`src/source/disp_cfg.svh`:
```
`ifndef DISP_CFG_SVH
`define DISP_CFG_SVH

// ==============================
// Data widths
// ==============================
`define DISP_MAN_W          32
`define DISP_EXP_W          8

// ==============================
// Buffer geometry
// ==============================
// Source buffer, 512 lines per side
`define DISP_SRC_AW         9
`define DISP_TILE_AW        9

// Tile columns and index width
`define DISP_NUM_COLS       8
`define DISP_COL_IDX_W      3

// Lines carried by one vector
`define DISP_LINES_PER_VEC  4

`endif

```
`src/source/disp_pkg.sv`:
```
`include "disp_cfg.svh"

package disp_pkg;

    // Handshake FSM states
    typedef enum logic [1:0] {
        IDLE         = 2'd0,
        BUSY         = 2'd1,
        DONE         = 2'd2,
        WAIT_REQ_LOW = 2'd3
    } disp_state_e;

    // Dispatch opcode
    typedef enum logic {
        DISTRIBUTE = 1'b0,
        BROADCAST  = 1'b1
    } disp_mode_e;

    // Buffer addresses
    typedef logic [`DISP_SRC_AW-1:0]    src_addr_t;
    typedef logic [`DISP_TILE_AW-1:0]   tile_addr_t;

    // One bit per tile column
    typedef logic [`DISP_NUM_COLS-1:0]  col_mask_t;
    typedef logic [`DISP_COL_IDX_W-1:0] col_idx_t;

    // Batch, vector and line counts
    typedef logic [7:0]                 batch_cnt_t;
    typedef logic [9:0]                 line_cnt_t;

endpackage

```
`src/source/disp_cmd_if.sv`:
```
`include "disp_cfg.svh"

interface disp_cmd_if;

    // Captured command, held for the whole copy
    logic                   start;
    logic                   side_right;
    disp_pkg::disp_mode_e   mode;
    disp_pkg::col_mask_t    col_en;
    disp_pkg::col_idx_t     col_start;
    disp_pkg::tile_addr_t   tile_base;
    // Derived batch figures
    disp_pkg::line_cnt_t    batch_lines;
    disp_pkg::batch_cnt_t   total_batches;

    // Sequencing events back from the counters
    logic                   last_line;
    logic                   busy;

    modport ctrl (
        output start, side_right, mode, col_en, col_start, tile_base,
        output batch_lines, total_batches,
        input  last_line, busy
    );

    modport seq (
        input  start, mode, col_start, tile_base, batch_lines, total_batches,
        output last_line, busy
    );

    modport cmap (
        input  col_en, col_start, mode
    );

endinterface

```
`src/source/batch_sequencer.sv`:
```
module batch_sequencer (
    input  logic                    i_clk,
    input  logic                    i_reset_n,
    disp_cmd_if.seq                 cmd,
    // Enabled column count from the column map
    input  disp_pkg::batch_cnt_t    i_col_count,
    output disp_pkg::col_idx_t      o_rr_idx,
    // Per-line copy request
    output logic                    o_line_valid,
    output disp_pkg::src_addr_t     o_src_addr,
    output disp_pkg::tile_addr_t    o_dst_addr
);

    logic                   busy_q;
    disp_pkg::line_cnt_t    within_q;
    disp_pkg::batch_cnt_t   batch_q;
    disp_pkg::col_idx_t     rr_q;
    disp_pkg::src_addr_t    src_ptr_q;
    disp_pkg::tile_addr_t   dst_ptr_q;

    // Current values, start selects the initial load
    logic                   active;
    disp_pkg::line_cnt_t    within_cur;
    disp_pkg::batch_cnt_t   batch_cur;
    disp_pkg::col_idx_t     rr_cur;
    disp_pkg::src_addr_t    src_cur;
    disp_pkg::tile_addr_t   dst_cur;
    disp_pkg::col_idx_t     rr_start;
    logic                   batch_end;
    logic                   last_batch;
    logic                   rr_wrap;

    // ==============================
    // Initial load and current view
    // ==============================
    always_comb begin
        // Start column reduced modulo enabled count
        if (i_col_count == '0) begin
            rr_start = '0;
        end else begin
            rr_start = disp_pkg::col_idx_t'(disp_pkg::batch_cnt_t'(cmd.col_start) % i_col_count);
        end
    end

    assign active     = cmd.start || busy_q;
    assign within_cur = cmd.start ? '0 : within_q;
    assign batch_cur  = cmd.start ? '0 : batch_q;
    assign rr_cur     = cmd.start ? rr_start : rr_q;
    assign src_cur    = cmd.start ? '0 : src_ptr_q;
    assign dst_cur    = cmd.start ? cmd.tile_base : dst_ptr_q;

    assign batch_end  = (within_cur == cmd.batch_lines - 10'd1);
    assign last_batch = (batch_cur == cmd.total_batches - 8'd1);
    // Round robin wraps back to index zero
    assign rr_wrap    = (disp_pkg::batch_cnt_t'(rr_cur) + 8'd1) == i_col_count;

    // ==============================
    // Counter update, once per busy cycle
    // ==============================
    always_ff @(posedge i_clk) begin
        if (!i_reset_n) begin
            busy_q    <= 1'b0;
            within_q  <= '0;
            batch_q   <= '0;
            rr_q      <= '0;
            src_ptr_q <= '0;
            dst_ptr_q <= '0;
        end else if (active) begin
            busy_q    <= !cmd.last_line;
            within_q  <= within_cur + 10'd1;
            batch_q   <= batch_cur;
            rr_q      <= rr_cur;
            src_ptr_q <= src_cur;
            dst_ptr_q <= dst_cur;
            if (batch_end) begin
                within_q  <= '0;
                batch_q   <= batch_cur + 8'd1;
                rr_q      <= rr_wrap ? '0 : rr_cur + 3'd1;
                src_ptr_q <= src_cur + disp_pkg::src_addr_t'(cmd.batch_lines);
                // Broadcast steps every batch, distribute only on wrap
                if (cmd.mode == disp_pkg::BROADCAST || rr_wrap) begin
                    dst_ptr_q <= dst_cur + disp_pkg::tile_addr_t'(cmd.batch_lines);
                end
            end
        end
    end

    // Final copy cycle of the final batch
    assign cmd.last_line = active && batch_end && last_batch;
    assign cmd.busy      = active;

    assign o_line_valid  = active;
    assign o_rr_idx      = rr_cur;
    // Pointer plus offset, wraps at the buffer depth
    assign o_src_addr    = src_cur + disp_pkg::src_addr_t'(within_cur);
    assign o_dst_addr    = dst_cur + disp_pkg::tile_addr_t'(within_cur);

endmodule

```
`src/source/column_map.sv`:
```
module column_map (
    disp_cmd_if.cmap                cmd,
    input  disp_pkg::col_idx_t      i_rr_idx,
    output disp_pkg::batch_cnt_t    o_col_count,
    output disp_pkg::col_mask_t     o_col_mask
);

    disp_pkg::batch_cnt_t   ones;
    disp_pkg::batch_cnt_t   rank;
    disp_pkg::col_mask_t    pick;

    // Popcount of the enabled columns
    always_comb begin
        ones = '0;
        for (int i = 0; i < $bits(disp_pkg::col_mask_t); i++) begin
            ones = ones + disp_pkg::batch_cnt_t'(cmd.col_en[i]);
        end
    end

    // ==============================
    // Round-robin index to column
    // ==============================
    // Rank counts set bits from bit zero, enabled columns may be sparse
    always_comb begin
        rank = '0;
        pick = '0;
        for (int i = 0; i < $bits(disp_pkg::col_mask_t); i++) begin
            if (cmd.col_en[i]) begin
                if (rank == disp_pkg::batch_cnt_t'(i_rr_idx)) begin
                    pick[i] = 1'b1;
                end
                rank = rank + 8'd1;
            end
        end
    end

    assign o_col_count = ones;
    // Broadcast writes every enabled column at once
    assign o_col_mask  = (cmd.mode == disp_pkg::BROADCAST) ? cmd.col_en : pick;

endmodule

```
`src/source/dispatch_ctrl.sv`:
```
`include "disp_cfg.svh"

module dispatch_ctrl (
    input  logic                    i_clk,
    input  logic                    i_reset_n,
    // Four-phase command handshake
    input  logic                    i_cmd_req,
    output logic                    o_cmd_ack,
    // Command fields, stable while req is high
    input  disp_pkg::tile_addr_t    i_cmd_tile_addr,
    input  disp_pkg::batch_cnt_t    i_cmd_nv_cnt,
    input  disp_pkg::batch_cnt_t    i_cmd_vec_size,
    input  disp_pkg::col_mask_t     i_cmd_col_en,
    input  disp_pkg::col_idx_t      i_cmd_col_start,
    input  logic                    i_cmd_right,
    input  logic                    i_cmd_broadcast,
    disp_cmd_if.ctrl                cmd
);

    disp_pkg::disp_state_e state_q;
    disp_pkg::disp_state_e state_d;
    logic                  ack_q;
    logic                  take_cmd;

    // ==============================
    // Handshake FSM
    // ==============================
    always_comb begin
        state_d = state_q;
        case (state_q)
            disp_pkg::IDLE: begin
                // Req sampled high, counters must be idle
                if (i_cmd_req && !cmd.busy) begin
                    state_d = disp_pkg::BUSY;
                end
            end
            disp_pkg::BUSY: begin
                // One line per cycle until the final copy
                if (cmd.last_line) begin
                    state_d = disp_pkg::DONE;
                end
            end
            disp_pkg::DONE: begin
                state_d = disp_pkg::WAIT_REQ_LOW;
            end
            disp_pkg::WAIT_REQ_LOW: begin
                // Host must release req before the next command
                if (!i_cmd_req) begin
                    state_d = disp_pkg::IDLE;
                end
            end
            default: begin
                state_d = disp_pkg::IDLE;
            end
        endcase
    end

    assign take_cmd = (state_q == disp_pkg::IDLE) && (state_d == disp_pkg::BUSY);

    always_ff @(posedge i_clk) begin
        if (!i_reset_n) begin
            state_q   <= disp_pkg::IDLE;
            ack_q     <= 1'b0;
            cmd.start <= 1'b0;
        end else begin
            state_q   <= state_d;
            // Ack set leaving DONE, held through WAIT_REQ_LOW
            ack_q     <= (state_d == disp_pkg::WAIT_REQ_LOW);
            // Start marks the first BUSY cycle
            cmd.start <= take_cmd;
        end
    end

    // ==============================
    // Command capture
    // ==============================
    always_ff @(posedge i_clk) begin
        if (take_cmd) begin
            cmd.side_right    <= i_cmd_right;
            cmd.mode          <= i_cmd_broadcast ? disp_pkg::BROADCAST : disp_pkg::DISTRIBUTE;
            cmd.col_en        <= i_cmd_col_en;
            cmd.col_start     <= i_cmd_col_start;
            cmd.tile_base     <= i_cmd_tile_addr;
            // Lines per batch, vector size times four
            cmd.batch_lines   <= disp_pkg::line_cnt_t'(disp_pkg::line_cnt_t'(i_cmd_vec_size)
                                 * `DISP_LINES_PER_VEC);
            // Vector size divides NV count by contract
            cmd.total_batches <= i_cmd_nv_cnt / i_cmd_vec_size;
        end
    end

    assign o_cmd_ack = ack_q;

endmodule

```
`src/source/dispatcher_top.sv`:
```
`include "disp_cfg.svh"

module dispatcher_top (
    input  logic                        i_clk,
    input  logic                        i_reset_n,
    // Command handshake and fields
    input  logic                        i_cmd_req,
    output logic                        o_cmd_ack,
    input  disp_pkg::tile_addr_t        i_cmd_tile_addr,
    input  disp_pkg::batch_cnt_t        i_cmd_nv_cnt,
    input  disp_pkg::batch_cnt_t        i_cmd_vec_size,
    input  disp_pkg::col_mask_t         i_cmd_col_en,
    input  disp_pkg::col_idx_t          i_cmd_col_start,
    input  logic                        i_cmd_right,
    input  logic                        i_cmd_broadcast,
    // Source buffer reads
    output logic                        o_src_left_rd_en,
    output logic                        o_src_right_rd_en,
    output disp_pkg::src_addr_t         o_src_left_rd_addr,
    output disp_pkg::src_addr_t         o_src_right_rd_addr,
    input  logic [`DISP_MAN_W-1:0]      i_src_left_man,
    input  logic [`DISP_MAN_W-1:0]      i_src_right_man,
    input  logic [`DISP_EXP_W-1:0]      i_src_left_exp,
    input  logic [`DISP_EXP_W-1:0]      i_src_right_exp,
    // Tile buffer writes
    output logic                        o_tile_left_wr_en,
    output logic                        o_tile_right_wr_en,
    output disp_pkg::tile_addr_t        o_tile_wr_addr,
    output logic [`DISP_MAN_W-1:0]      o_tile_man,
    output logic [`DISP_EXP_W-1:0]      o_tile_exp,
    output disp_pkg::col_mask_t         o_tile_col_wr_en
);

    // Sequencer to copier
    logic                   line_valid;
    disp_pkg::src_addr_t    src_addr;
    disp_pkg::tile_addr_t   dst_addr;
    // Between sequencer and column map
    disp_pkg::batch_cnt_t   col_count;
    disp_pkg::col_idx_t     rr_idx;
    disp_pkg::col_mask_t    col_mask;

    disp_cmd_if cmd_if ();

    dispatch_ctrl u_ctrl (
        .i_clk           (i_clk),
        .i_reset_n       (i_reset_n),
        .i_cmd_req       (i_cmd_req),
        .o_cmd_ack       (o_cmd_ack),
        .i_cmd_tile_addr (i_cmd_tile_addr),
        .i_cmd_nv_cnt    (i_cmd_nv_cnt),
        .i_cmd_vec_size  (i_cmd_vec_size),
        .i_cmd_col_en    (i_cmd_col_en),
        .i_cmd_col_start (i_cmd_col_start),
        .i_cmd_right     (i_cmd_right),
        .i_cmd_broadcast (i_cmd_broadcast),
        .cmd             (cmd_if.ctrl)
    );

    batch_sequencer u_seq (
        .i_clk        (i_clk),
        .i_reset_n    (i_reset_n),
        .cmd          (cmd_if.seq),
        .i_col_count  (col_count),
        .o_rr_idx     (rr_idx),
        .o_line_valid (line_valid),
        .o_src_addr   (src_addr),
        .o_dst_addr   (dst_addr)
    );

    column_map u_cmap (
        .cmd         (cmd_if.cmap),
        .i_rr_idx    (rr_idx),
        .o_col_count (col_count),
        .o_col_mask  (col_mask)
    );

    line_copier u_copy (
        .i_line_valid        (line_valid),
        .i_side_right        (cmd_if.side_right),
        .i_src_addr          (src_addr),
        .i_dst_addr          (dst_addr),
        .i_col_mask          (col_mask),
        .o_src_left_rd_en    (o_src_left_rd_en),
        .o_src_right_rd_en   (o_src_right_rd_en),
        .o_src_left_rd_addr  (o_src_left_rd_addr),
        .o_src_right_rd_addr (o_src_right_rd_addr),
        .i_src_left_man      (i_src_left_man),
        .i_src_right_man     (i_src_right_man),
        .i_src_left_exp      (i_src_left_exp),
        .i_src_right_exp     (i_src_right_exp),
        .o_tile_left_wr_en   (o_tile_left_wr_en),
        .o_tile_right_wr_en  (o_tile_right_wr_en),
        .o_tile_wr_addr      (o_tile_wr_addr),
        .o_tile_man          (o_tile_man),
        .o_tile_exp          (o_tile_exp),
        .o_tile_col_wr_en    (o_tile_col_wr_en)
    );

endmodule

```
`src/source/line_copier.sv`:
```
`include "disp_cfg.svh"

module line_copier (
    input  logic                        i_line_valid,
    input  logic                        i_side_right,
    input  disp_pkg::src_addr_t         i_src_addr,
    input  disp_pkg::tile_addr_t        i_dst_addr,
    input  disp_pkg::col_mask_t         i_col_mask,
    // Source buffer read side
    output logic                        o_src_left_rd_en,
    output logic                        o_src_right_rd_en,
    output disp_pkg::src_addr_t         o_src_left_rd_addr,
    output disp_pkg::src_addr_t         o_src_right_rd_addr,
    input  logic [`DISP_MAN_W-1:0]      i_src_left_man,
    input  logic [`DISP_MAN_W-1:0]      i_src_right_man,
    input  logic [`DISP_EXP_W-1:0]      i_src_left_exp,
    input  logic [`DISP_EXP_W-1:0]      i_src_right_exp,
    // Tile buffer write side
    output logic                        o_tile_left_wr_en,
    output logic                        o_tile_right_wr_en,
    output disp_pkg::tile_addr_t        o_tile_wr_addr,
    output logic [`DISP_MAN_W-1:0]      o_tile_man,
    output logic [`DISP_EXP_W-1:0]      o_tile_exp,
    output disp_pkg::col_mask_t         o_tile_col_wr_en
);

    logic left_sel;
    logic right_sel;

    // Only the selected side is touched
    assign left_sel  = i_line_valid && !i_side_right;
    assign right_sel = i_line_valid && i_side_right;

    // ==============================
    // Source reads
    // ==============================
    assign o_src_left_rd_en    = left_sel;
    assign o_src_right_rd_en   = right_sel;
    // Idle side address parked at zero
    assign o_src_left_rd_addr  = left_sel ? i_src_addr : '0;
    assign o_src_right_rd_addr = right_sel ? i_src_addr : '0;

    // ==============================
    // Tile writes, same cycle as read
    // ==============================
    assign o_tile_left_wr_en   = left_sel;
    assign o_tile_right_wr_en  = right_sel;
    assign o_tile_wr_addr      = i_dst_addr;
    assign o_tile_man          = i_side_right ? i_src_right_man : i_src_left_man;
    assign o_tile_exp          = i_side_right ? i_src_right_exp : i_src_left_exp;
    // Column enables only during a copy
    assign o_tile_col_wr_en    = i_line_valid ? i_col_mask : '0;

endmodule

```
`config.mk`:
```
export PLATFORM = sky130hd
export DESIGN_NAME = dispatcher_top
export DESIGN_NICKNAME = d
export VERILOG_FILES = /design/src/source/disp_pkg.sv /design/src/source/disp_cmd_if.sv /design/src/source/batch_sequencer.sv /design/src/source/column_map.sv /design/src/source/dispatch_ctrl.sv /design/src/source/dispatcher_top.sv /design/src/source/line_copier.sv
export VERILOG_INCLUDE_DIRS = /design/src /design/src/source
export SDC_FILE = /design/constraint.sdc
export NUM_CORES = 1
export LEC_CHECK = 0
export BUFFER_PORTS_ARGS = -buffer_cell sky130_fd_sc_hd__buf_2
export CAP_MARGIN = 20
export CORE_ASPECT_RATIO = 2
export CORE_MARGIN = 2
export CORE_UTILIZATION = 50
export DETAILED_ROUTE_END_ITERATION = 12
export PLACE_DENSITY = 0.86
export SLEW_MARGIN = 20
export SYNTH_ARGS = -nofsm -noshare
export SYNTH_HDL_FRONTEND = slang
export SYNTH_SLANG_ARGS = --single-unit
```
`constraint.sdc`:
```
create_clock -name i_clk -period 13.39 [get_ports i_clk]
set_input_delay 0 -clock i_clk [delete_from_list [all_inputs] [get_ports i_clk]]
set_output_delay 0 -clock i_clk [all_outputs]
set_load 0.1 [all_outputs]
```
# Word level (Yosys, flattened, before mapping)
# Cells that the tools add are included.
[word_totals] inputBits=121 regBits=82 wordCells=117
[op_classes] div=2 n_mux=47 eq_ne=15 reduce_logical=14 addsub=23
[ops] op="$mux 8" count=11
[ops] op="$mux 9" count=7
[ops] op="$add 8x1->8" count=6
[ops] op="$add 8x1->8 const B" count=6
[ops] op="$eq 8x3->1" count=6
[ops] op="$add 9x9->9" count=4
[ops] op="$mux 32" count=1
[ops] op="$mux 10" count=2
[ops] op="$mux 1" count=18
[ops] op="$eq 8x8->1" count=2
[ops] op="$mux 3" count=4
[ops] op="$add 10x1->10 const B" count=1
[ops] op="$eq 10x10->1" count=1
[ops] op="$sub 10x1->10 const B" count=1
[ops] op="$div 8x8->8" count=1
[ops] op="$logic_not 8->1" count=1
[ops] op="$mod 3x8->8" count=1
[ops] op="$pmux 2 s4" count=1
[ops] op="$sub 8x1->8 const B" count=1
[ops] op="$eq 2x2->1 const B" count=3
[ops] op="$logic_and 1x1->1" count=6
[ops] op="$mux 2" count=3
[ops] op="$add 3x1->4 const B" count=1
[ops] op="$eq 2x1->1 const B" count=2
[ops] op="8 further kinds" count=11

# Depth between registers and ports, before layout
# Gate-level depths: netlist (run 1).
[depth] word_depth=18 depth_mapped=65 mapped_depth_nobuf=65

# By module
# A second synthesis (run 1) with hierarchy kept.
[hier_totals] hier_cells=1211 hier_area_um2=10527.6
[by_module_without_submodules] module="batch_sequencer" n_inst=1 area_per_inst_um2=5507.8 cells_each=710
[by_module_without_submodules] module="dispatch_ctrl" n_inst=1 area_per_inst_um2=2962.8 cells_each=280
[by_module_without_submodules] module="column_map" n_inst=1 area_per_inst_um2=1066.0 cells_each=133
[by_module_without_submodules] module="line_copier" n_inst=1 area_per_inst_um2=991.0 cells_each=88

# Least setup slack after synthesis (run 1)
# Ideal clock, no wire load.
[synth_timing] path_kind="reg2out" from="register u_ctrl.cmd.col_en[0]" to="output o_tile_col_wr_en[7]" stages_incl_launch_ff=57 arrival_ns=14.588 slack_ns=-1.198 path_cell_list="edfxtp_1 > inv_1 > ha_1 > inv_1 > fa_1 > fa_1 > inv_1 > fa_1 > fa_1 > nor2_1 > o21ba_1 > or2_2 > nor2_1 > ha_1 > nor3b_1 > nor4_1 > ha_1 > o211ai_1 > (+21 left out) > o21a_1 > o21ai_0 > nand2b_1 > nor4_1 > mux2i_1 > inv_1 > ha_1 > a21o_1 > a21oi_1 > o21ai_0 > a21oi_2 > a21boi_2 > nor3b_2 > nor2_2 > xor2_1 > xnor2_1 > mux2_2 > a211oi_1"
[synth_via] elab_chain_cells=18 elab_cells_between_ends=29
[synth_rtl] element="start, declared" line_no="disp_cmd_if.sv:21" rtl="output start, side_right, mode, col_en, col_start, tile_base,"
[synth_rtl] element="start signal, assigned" line_no="dispatch_ctrl.sv:81" rtl="cmd.col_en <= i_cmd_col_en;"
[synth_rtl] element="parallel branches: the longest is 13 deep, another holds $add 8x1->8"
[synth_rtl] element="$eq 8x3->1 (*)" line_no="column_map.sv:29" rtl="if (rank == disp_pkg::batch_cnt_t'(i_rr_idx)) begin"
[synth_rtl] element="$mux 1 (*)" line_no="column_map.sv:29"
[synth_rtl] element="$mux 1 (*)" line_no="column_map.sv:28" rtl="if (cmd.col_en[i]) begin"
[synth_rtl] element="$mux 8 (*)" line_no="column_map.sv:39" rtl="assign o_col_mask = (cmd.mode == disp_pkg::BROADCAST) ? cmd.col_en : pick;"
[synth_rtl] element="$mux 8 (*)" line_no="line_copier.sv:52" rtl="assign o_tile_col_wr_en = i_line_valid ? i_col_mask : '0;"
[synth_rtl] element="end, declared" line_no="dispatcher_top.sv:31" rtl="output disp_pkg::col_mask_t o_tile_col_wr_en"
# Mark *: on every way between the ends.

# Worst setup path after layout (run 1)
[layout_timing] from="register u_ctrl.cmd.col_en[1]" to="output o_tile_col_wr_en[7]"
[layout_via] elab_chain_cells=16 elab_cells_between_ends=27
[layout_rtl] element="parallel branches: the longest is 11 deep, another holds $add 8x1->8"
[layout_rtl] element="$eq 8x3->1 (*)" line_no="column_map.sv:29"
[layout_rtl] element="$mux 1 (*)" line_no="column_map.sv:29"
[layout_rtl] element="$mux 1 (*)" line_no="column_map.sv:28"
[layout_rtl] element="$mux 8 (*)" line_no="column_map.sv:39"
[layout_rtl] element="$mux 8 (*)" line_no="line_copier.sv:52"
# Marked as above.

==> run_results.csv, run 1 <==
group,metric,value,unit
flow_run,max-cap-violations,0,
drt,first_pass_iters,6,
yosys,synth_seq_area_share,0.2233,
grt,globalRoute.totalOverflow,0,
grt,via_count_of_the_first_global_routing_pass,9418,
grt,track_usage,0.2921,
setup_path,critical_path.most_common_cell,"ha_4",
yosys,syn-mean-instance-area,8.401,um2
finish,finish.net_count,1576,
finish,antenna-diode-count,0,
yosys,synth-edff-count,38,
floorplanning,design.portCount,201,
clock_tree,clkSinkCount,82,
setup_path,critical_path.startpoint_type,"register",
yosys,ys_warn_count,0,
yosys,syn_area,9056,um2
yosys,synth_cell_types,79,
grt,pin_count_of_the_biggest_net_entering_global_routing,64,
sta,max_slew.worst_pin.slew,1.064,ns
sta,fin_crit_sh,1.008,
finish,layout-drive-gt1-share,0.3033,
setup_path,crit_path_max_fanout,6,
placed_design,hpwlAfterDp,22.42,mm
drt,detail_route.vias_per_cell,6.129,
sta,max_clock_freq,74.11,MHz
yosys,yosys-top-cells-area,"ha_1, edfxtp_1, dfxtp_1",
setup_path,setup.worst_path.end_class,"output port",
placed_design,postPlaceCellArea,10490,um2
setup_path,critPathSlowestCell,"fa_1",
setup_path,crit_type,"register to output port",
sta,relSlewSlack,0.2878,
finish,filler_cells_inserted,1365,
floorplanning,die_w,99.17,um
sta,fin_worst_skew,0.01425,ns
yosys,synth_common_cells,"ha_1, nor2_1, nand2_1",
setup_path,crit_arrival,13.49,ns
sta,final_critical_path_setup_slack,-0.1027,ns
yosys,yosys.cell_count.top_type,"ha_1",
sta,finalSetupTns,-0.5141,ns
drt,route.final.wire_length,31.35,mm
floorplanning,start_util,0.5092,
floorplanning,rows,69,
setup_path,rrSetupSlack,-0.07,ns
setup_path,cp.required,13.39,ns
yosys,synthesis.instances,1078,
yosys,synthDominantCellAreaShare,0.1464,
floorplanning,floorplan.die_area,19270,um2
drt,drt-wirelength-per-cell,20.12,um
placed_design,gp_congestion,0.9312,
finish,finish.instance_area,11790,um2
clock_tree,clockRootBuffer,"clkbuf_16",
status,violations,"setup timing",
floorplanning,area_of_the_placeable_core,17780,um2
sta,final-hold-violation-count,0,
yosys,synth_area_leader_cell,"ha_1",
drt,postRouteAntennaNets,0,
clock_tree,tritoncts_clock_tree,"done",
yosys,postSynthRegisterBits,82,
yosys,yosys_most_used_dff,"dfxtp_1",
floorplanning,fp.dieH,194.3,um
clock_tree,cts_buffers,9,
clock_tree,clk_pin_slew_worst_paths,0.07,ns
sta,maxSlewViolCount,0,
worst_hold_path,hp-class,"input pin to register",
clock_tree,htree_levels,3,
drt,route.detailed.drc,0,
finish,instances_no_fill,1558,
clock_tree,clock_tree.buffer_depth,2,
finish,layout-area-overhead-vs-synth,30.23,%
grt,global_route_wire_length_before_repair,45.42,mm
sta,number_of_setup_violations_in_the_final_report,9,
yosys,synthArstFlopShare,0,
drt,detailroute.via_count,9549,
clock_tree,later_pin_clock_latency_in_the_skew_report,0.36,ns
placed_design,numPlacedInstances,1486,
status,outcome,"finished with violations",
placed_design,io_port_bufs,200,
drt,iteration_0_drc_markers,746,
sta,final_period_minus_worst_setup_slack,13.49,ns
setup_path,cpPeakStageDelay,0.49,ns
grt,antenna_found_initial,0,
registers in the layout, summed over array words and instances (netlist names), 8 cells and up:
signal / count
u_seq.within_q: 10
u_ctrl.cmd.tile_base: 9
u_seq.dst_ptr_q: 9
u_seq.src_ptr_q: 9
u_ctrl.cmd.batch_lines: 8
u_ctrl.cmd.col_en: 8
u_ctrl.cmd.total_batches: 8
u_seq.batch_q: 8
final timing paths:
path         depth (start not counted)             endpoint            startpoint
min reg2reg                          2     u_seq.batch_q[0]      u_seq.batch_q[0]
max reg2reg                         64   u_seq.dst_ptr_q[3]  u_ctrl.cmd.col_en[1]
max                                 61  o_tile_col_wr_en[7]  u_ctrl.cmd.col_en[1]
min                                  2   u_seq.dst_ptr_q[0]             i_reset_n
cell type report:
| cell class | instances | area, um2 | share of cell area |
|---|---|---|---|
| clock buffers | 11 | 242.7 | 0.02058 |
| clock inverters | 5 | 55.05 | 0.004668 |
| repair buffers | 286 | 1822 | 0.1545 |
| multi-input cells | 889 | 7114 | 0.6032 |
| inverters | 72 | 270.3 | 0.02292 |
| well taps | 213 | 266.5 | 0.02260 |
| flip-flops and latches | 82 | 2023 | 0.1715 |
cell families (layout without fill, tap and decap cells):
| group | after synthesis | count (layout) | synth area share |
|---|---|---|---|
| buffers and inverters | 109 | 374 | 0.05112 |
| muxes | 63 | 63 | 0.07709 |
| DFF | 82 | 82 | 0.2233 |
| AOI/OAI and AO/OA | 259 | 259 | 0.1909 |
| and+or+nand+nor | 354 | 354 | 0.1995 |
| adders and majority gates | 115 | 115 | 0.1663 |
| other | 2 | 4 | 0.0008293 |
| xor gates and xnor gates | 94 | 94 | 0.09091 |
critical path, delay by kind of cell, from the launching register on:
family / cells / cell delay (ns)
buffers and inverters: 5 / 0.56
AND/OR/NAND/NOR: 19 / 3.11
multiplexers: 2 / 0.72
flip-flops: 1 / 0.40
XOR/XNOR: 2 / 0.40
AO/OA/AOI/OAI: 21 / 4.11
adder cells (fa/ha/maj): 12 / 3.79
metrics by stage:
| step | hold WS, ns | setup WS, ns | utilization |
|---|---|---|---|
| floorplan | 0.09887 | -0.3111 | - |
| global placement | 0.1769 | 0.2147 | 0.5899 |
| detailed placement | 0.1781 | -0.2509 | 0.5899 |
| CTS | 0.02077 | 0.01535 | 0.6342 |
| global route | 0.04958 | -0.4154 | 0.6631 |
| finish | 0.05040 | -0.1027 | 0.6631 |
what timing repair did:
item | in CTS | in global routing
pin swaps | 6 | 44
hold endpoints to repair | 32 | 0
endpoints found under the setup margin | 15 | 19
hold buffers | 31 | 0
setup buffers | 5 | 20
gates resized for setup | 26 | 64
layout by cell type, fill, tap and decap left out, types with 6 or more instances in the layout:
cell type and instances:
edfxtp_1 38, mux2i_1 11, dfxtp_1 43, and2_1 11, nand2_1 71, dlygate4sd3_1 31, and3_1 12, o21ai_0 43
a21oi_2 6, clkbuf_16 9, buf_12 6, o21bai_1 7, nor3_1 34, nand4_1 9, xor2_1 31, o22ai_1 7
ha_1 95, nand3_1 13, nor3b_1 6, o31ai_1 14, nand2b_1 26, inv_1 68, buf_4 53, and4_1 6
nor2b_1 31, o211ai_1 9, buf_2 194, nor3_2 9, o21a_1 27, a22oi_1 6, a21oi_1 60, xnor2_1 59
a21o_1 22, ha_4 10, mux2_2 47, fa_1 6, nor2_1 87
per-layer routing:
layer,routed length [um],up-vias,GRT usage,share of wire
li1,-,4407,-,-
met1,11200,4491,0.3133,0.36
met2,16260,467,0.5300,0.52
met3,1583,184,0.03704,0.050
met4,2311,0,0.1776,0.074
met5,0,-,0,0
Power of run 1 is left out: the tool's default activity adds up to more than one toggle a clock period on the data nets, which glitch-free logic cannot reach.
==> run 2, diff against run 1 <==
CORE_ASPECT_RATIO = default   (was 2)
PLACE_DENSITY = default   (was 0.86)
PLACE_DENSITY_LB_ADDON = 0.08   (was default)
==> run_results.csv, run 2 (synthesized netlist as in run 1, its figures left out) <==
group,metric,value,unit
drt,route.detailed.drc,0,
setup_path,critPathSlowestCell,"fa_1",
drt,first_pass_iters,5,
placed_design,io_port_bufs,200,
clock_tree,tritoncts_clock_tree,"done",
clock_tree,clk_pin_slew_worst_paths,0.07,ns
drt,detailroute.via_count,8868,
sta,fin_worst_skew,0.008913,ns
sta,fin_crit_sh,0.9770,
grt,global_route_wire_length_before_repair,40.48,mm
sta,final-hold-violation-count,0,
floorplanning,floorplan.die_area,19200,um2
setup_path,cp.required,13.39,ns
sta,max_slew.worst_pin.slew,0.8680,ns
sta,max_clock_freq,76.44,MHz
floorplanning,die_w,138.6,um
setup_path,cpPeakStageDelay,0.49,ns
finish,layout-drive-gt1-share,0.2984,
finish,area_taken_by_multi_input_logic_gates,7059,um2
worst_hold_path,holdCritStartpoint,"i_reset_n",
finish,filler_cells_inserted,1490,
grt,pin_count_of_the_biggest_net_entering_global_routing,46,
worst_hold_path,hp-class,"input pin to register",
finish,layout-area-overhead-vs-synth,30.23,%
setup_path,crit_type,"register to output port",
setup_path,critical_path.startpoint_type,"register",
finish,antenna-diode-count,0,
placed_design,gp_congestion,0.8852,
setup_path,crit_path_max_fanout,5,
grt,antenna_found_initial,0,
clock_tree,clkSinkCount,82,
clock_tree,cts_buffers,9,
sta,maxSlewViolCount,0,
floorplanning,start_util,0.5076,
floorplanning,fp.dieH,138.6,um
setup_path,crit_arrival,13.08,ns
finish,finish.net_count,1578,
setup_path,rrSetupSlack,0.41,ns
floorplanning,area_of_the_placeable_core,17840,um2
grt,track_usage,0.2545,
setup_path,regToRegStartpoint,"u_ctrl.cmd.col_en[1]",
status,outcome,"finished clean",
finish,largest_reg_by_ff_count,"u_seq.within_q",
clock_tree,htree_levels,3,
flow_run,max-cap-violations,0,
drt,postRouteAntennaNets,0,
finish,largest_register_ffs,10,
clock_tree,later_pin_clock_latency_in_the_skew_report,0.35,ns
drt,route.final.wire_length,26.17,mm
setup_path,rr_worst_depth,64,
setup_path,setup.worst_path.end_class,"output port",
finish,seq_cell_area,2023,um2
sta,final_critical_path_setup_slack,0.3074,ns
placed_design,hpwlAfterDp,19.25,mm
worst_hold_path,min_to,"u_ctrl.cmd.start",
clock_tree,clock_tree.buffer_depth,2,
sta,final_period_minus_worst_setup_slack,13.08,ns
floorplanning,design.portCount,201,
grt,via_count_of_the_first_global_routing_pass,8200,
worst_hold_path,hold_path_depth,2,
setup_path,r2r_end,"u_seq.dst_ptr_q[3]",
drt,iteration_0_drc_markers,488,
sta,number_of_setup_violations_in_the_final_report,0,
floorplanning,rows,49,
sta,relSlewSlack,0.4213,
grt,globalRoute.totalOverflow,0,
finish,layout.cells.most_common_list,"buf_2, ha_1, nor2_1",
finish,layout.cells.most_common,"buf_2",
drt,drt-wirelength-per-cell,16.60,um
sta,finalSetupTns,0,ns
placed_design,placement.setup.worst_slack,-0.4370,ns
drt,detail_route.vias_per_cell,5.627,
clock_tree,clockRootBuffer,"clkbuf_16",
[run 2: cell types whose count changed in the layout (fill, tap and decap cells not counted), moves of 3 or more]
cell,delta
ha_1,+4
nor3_2,-4
nor3_4,+4
buf_4,+3
ha_4,-3
[run 2: layout make-up]
class	instances	area share
multi-input cells	889	0.5986
clock inverters	7	0.005623
repair buffers	288	0.1580
well taps	229	0.02429
flip-flops and latches	82	0.1715
inverters	72	0.02292
clock buffers	9	0.01910
[run 2: through the flow]
stage / hold WS, ns / cells / util / cell area, um2
finish: 0.02781 / 1576 / 0.6611 / 11790
global route: 0.02149 / 1576 / 0.6611 / 11790
CTS: 0.01332 / 1553 / 0.6331 / 11290
detailed placement: 0.1787 / 1495 / 0.5879 / 10490
global placement: 0.1763 / 1495 / 0.5879 / 10490
floorplan: 0.09887 / 1080 / - / 9094
[run 2: worst max-delay path: cells and delay by family (launching register included)]
kind | cells | cell delay [ns]
adders and majority gates | 12 | 4.01
AOI/OAI and AO/OA | 18 | 3.32
and+or+nand+nor | 21 | 3.06
muxes | 3 | 1.01
buffers and inverters | 5 | 0.53
xor gates and xnor gates | 2 | 0.40
DFF | 1 | 0.38
[run 2: per-layer routing]
layer,up-vias,routed length (um),global-route usage
met5,-,0,0
met4,0,925,0.1042
met3,48,1310,0.02762
met2,284,12260,0.4294
met1,4121,11670,0.3342
li1,4415,-,-
[run 2: how the worst max path moves through the flow]
stage | start | endpoint | slack [ns] | depth (start not counted)
finish | u_ctrl.cmd.col_en[1] | o_tile_col_wr_en[7] | 0.31 | 61
floorplan | u_ctrl.cmd.col_en[0] | o_tile_col_wr_en[7] | -0.31 | 56
global route | u_ctrl.cmd.col_en[1] | o_tile_col_wr_en[7] | -0.19 | 61
CTS | u_ctrl.cmd.col_en[1] | o_tile_col_wr_en[7] | 0.007 | 62
global placement | u_ctrl.cmd.col_en[0] | u_seq.dst_ptr_q[3] | 0.04 | 61
detailed placement | u_ctrl.cmd.col_en[0] | u_seq.dst_ptr_q[3] | -0.44 | 61
[run 2: repair_timing]
action / 4_1_cts / 5_1_grt
endpoints found under the setup margin: 18 / 19
gates resized for setup: 23 / 61
buffers inserted: 11 / 23
gates cloned: 0 / 0
pin swaps: 5 / 39
hold buffers: 31 / 0
endpoints found under the hold margin: 32 / 0
Power of run 2 is left out for the same reason.
==> run 3, diff against run 2 <==
RECOVER_POWER = 50   (was default)
==> run_results.csv, run 3 (synthesized netlist as in run 1, its figures left out) <==
group,metric,value,unit
status,outcome,"finished with violations",
status,violations,"capacitance limit, slew limit",
placed_design,io_port_bufs,200,
sta,worst_hold_slack,0.03238,ns
sta,max_clock_freq,76.51,MHz
drt,route.final.wire_length,26.14,mm
floorplanning,rows,49,
sta,fin_worst_skew,0.009537,ns
grt,globalRoute.totalOverflow,0,
floorplanning,die_w,138.6,um
setup_path,crit_arrival,13.07,ns
flow_run,max-cap-violations,1,
sta,maxSlewViolCount,35,
placed_design,gp_congestion,0.8852,
setup_path,rrSetupSlack,0.43,ns
finish,seq_cell_area,2022,um2
drt,iteration_0_drc_markers,497,
clock_tree,clk_pin_slew_worst_paths,0.07,ns
floorplanning,fp.dieH,138.6,um
finish,largest_reg_by_ff_count,"u_seq.within_q",
clock_tree,clockRootBuffer,"clkbuf_16",
placed_design,hpwlAfterDp,19.25,mm
clock_tree,later_pin_clock_latency_in_the_skew_report,0.35,ns
grt,via_count_of_the_first_global_routing_pass,8200,
finish,layout.cells.most_common_list,"buf_2, ha_1, nor2_1",
clock_tree,htree_levels,3,
finish,antenna-diode-count,0,
sta,number_of_setup_violations_in_the_final_report,0,
finish,area_taken_by_multi_input_logic_gates,7053,um2
drt,detail_route.vias_per_cell,5.608,
grt,antenna_found_initial,0,
grt,track_usage,0.2545,
sta,relSlewSlack,-0.1225,
setup_path,critical_path.startpoint_type,"register",
finish,largest_register_ffs,10,
sta,final-hold-violation-count,0,
floorplanning,start_util,0.5076,
clock_tree,tritoncts_clock_tree,"done",
setup_path,crit_type,"register to output port",
floorplanning,area_of_the_placeable_core,17840,um2
finish,layout-area-overhead-vs-synth,29.34,%
drt,detailroute.via_count,8838,
setup_path,setup.worst_path.end_class,"output port",
setup_path,cp.required,13.39,ns
grt,global_route_wire_length_before_repair,40.48,mm
grt,pin_count_of_the_biggest_net_entering_global_routing,46,
setup_path,critPathSlowestCell,"fa_1",
finish,filler_cells_inserted,1527,
clock_tree,clkSinkCount,82,
drt,postRouteAntennaNets,0,
setup_path,cpPeakStageDelay,0.49,ns
sta,fin_crit_sh,0.9761,
finish,layout.cells.most_common,"buf_2",
finish,layout-drive-gt1-share,0.2569,
finish,finish.net_count,1578,
drt,first_pass_iters,5,
drt,route.detailed.drc,0,
sta,max_slew.worst_pin.slew,1.684,ns
clock_tree,cts_buffers,9,
setup_path,crit_path_max_fanout,5,
drt,drt-wirelength-per-cell,16.59,um
worst_hold_path,hp-class,"input pin to register",
floorplanning,floorplan.die_area,19200,um2
floorplanning,design.portCount,201,
sta,final_period_minus_worst_setup_slack,13.07,ns
clock_tree,clock_tree.buffer_depth,2,
run 3: critical path: cells and delay by family, from the launching register on:
family / cells / cell delay (ns)
buf+inv: 5 / 0.53
xor+xnor: 2 / 0.40
mux: 3 / 1.01
fa+ha+maj: 12 / 4.01
simple gates: 21 / 3.06
compound gates: 18 / 3.30
flops: 1 / 0.38
run 3: cell type report:
type / count / area share
clock inverters: 7 / 0.005661
flip-flops and latches: 82 / 0.1726
well taps: 229 / 0.02446
repair buffers: 288 / 0.1529
inverters: 72 / 0.02307
clock buffers: 9 / 0.01923
multi-input cells: 889 / 0.6021
run 3: layer usage:
| layer | vias up | part of all wire | global-route usage |
|---|---|---|---|
| met5 | - | 0 | 0 |
| met4 | 0 | 0.036 | 0.1042 |
| met3 | 44 | 0.054 | 0.02762 |
| met2 | 288 | 0.47 | 0.4294 |
| met1 | 4093 | 0.44 | 0.3342 |
| li1 | 4413 | - | - |
run 3: worst paths after layout:
path	from	cells after the start	end
setup / recovery	u_ctrl.cmd.col_en[1]	61	o_tile_col_wr_en[7]
hold / removal	i_reset_n	2	u_seq.src_ptr_q[1]
setup reg to reg	u_ctrl.cmd.col_en[1]	64	u_seq.dst_ptr_q[3]
hold reg to reg	u_seq.dst_ptr_q[7]	2	u_seq.dst_ptr_q[7]
run 3: what timing repair did:
| item | CTS | global route |
|---|---|---|
| hold buffers | 31 | 0 |
| gates resized for setup | 23 | 61 |
| pin swaps | 5 | 39 |
| setup buffers | 11 | 23 |
| endpoints found under the hold margin | 32 | 0 |
| setup endpoints to repair | 18 | 19 |
| gates cloned | 0 | 0 |
run 3: through the flow:
stage	instance area (um2)	TNS, ns	utilization	std cells	worst slack, ns
global placement	10490	0	0.5879	1495	0.03740
finish	11710	0	0.6566	1576	0.3203
floorplan	9094	-0.3182	-	1080	-0.3111
global route	11710	-1.092	0.6566	1576	-0.1905
detailed placement	10490	-3.527	0.5879	1495	-0.4370
CTS	11290	0	0.6331	1553	0.006635
Power of run 3 is left out for the same reason.
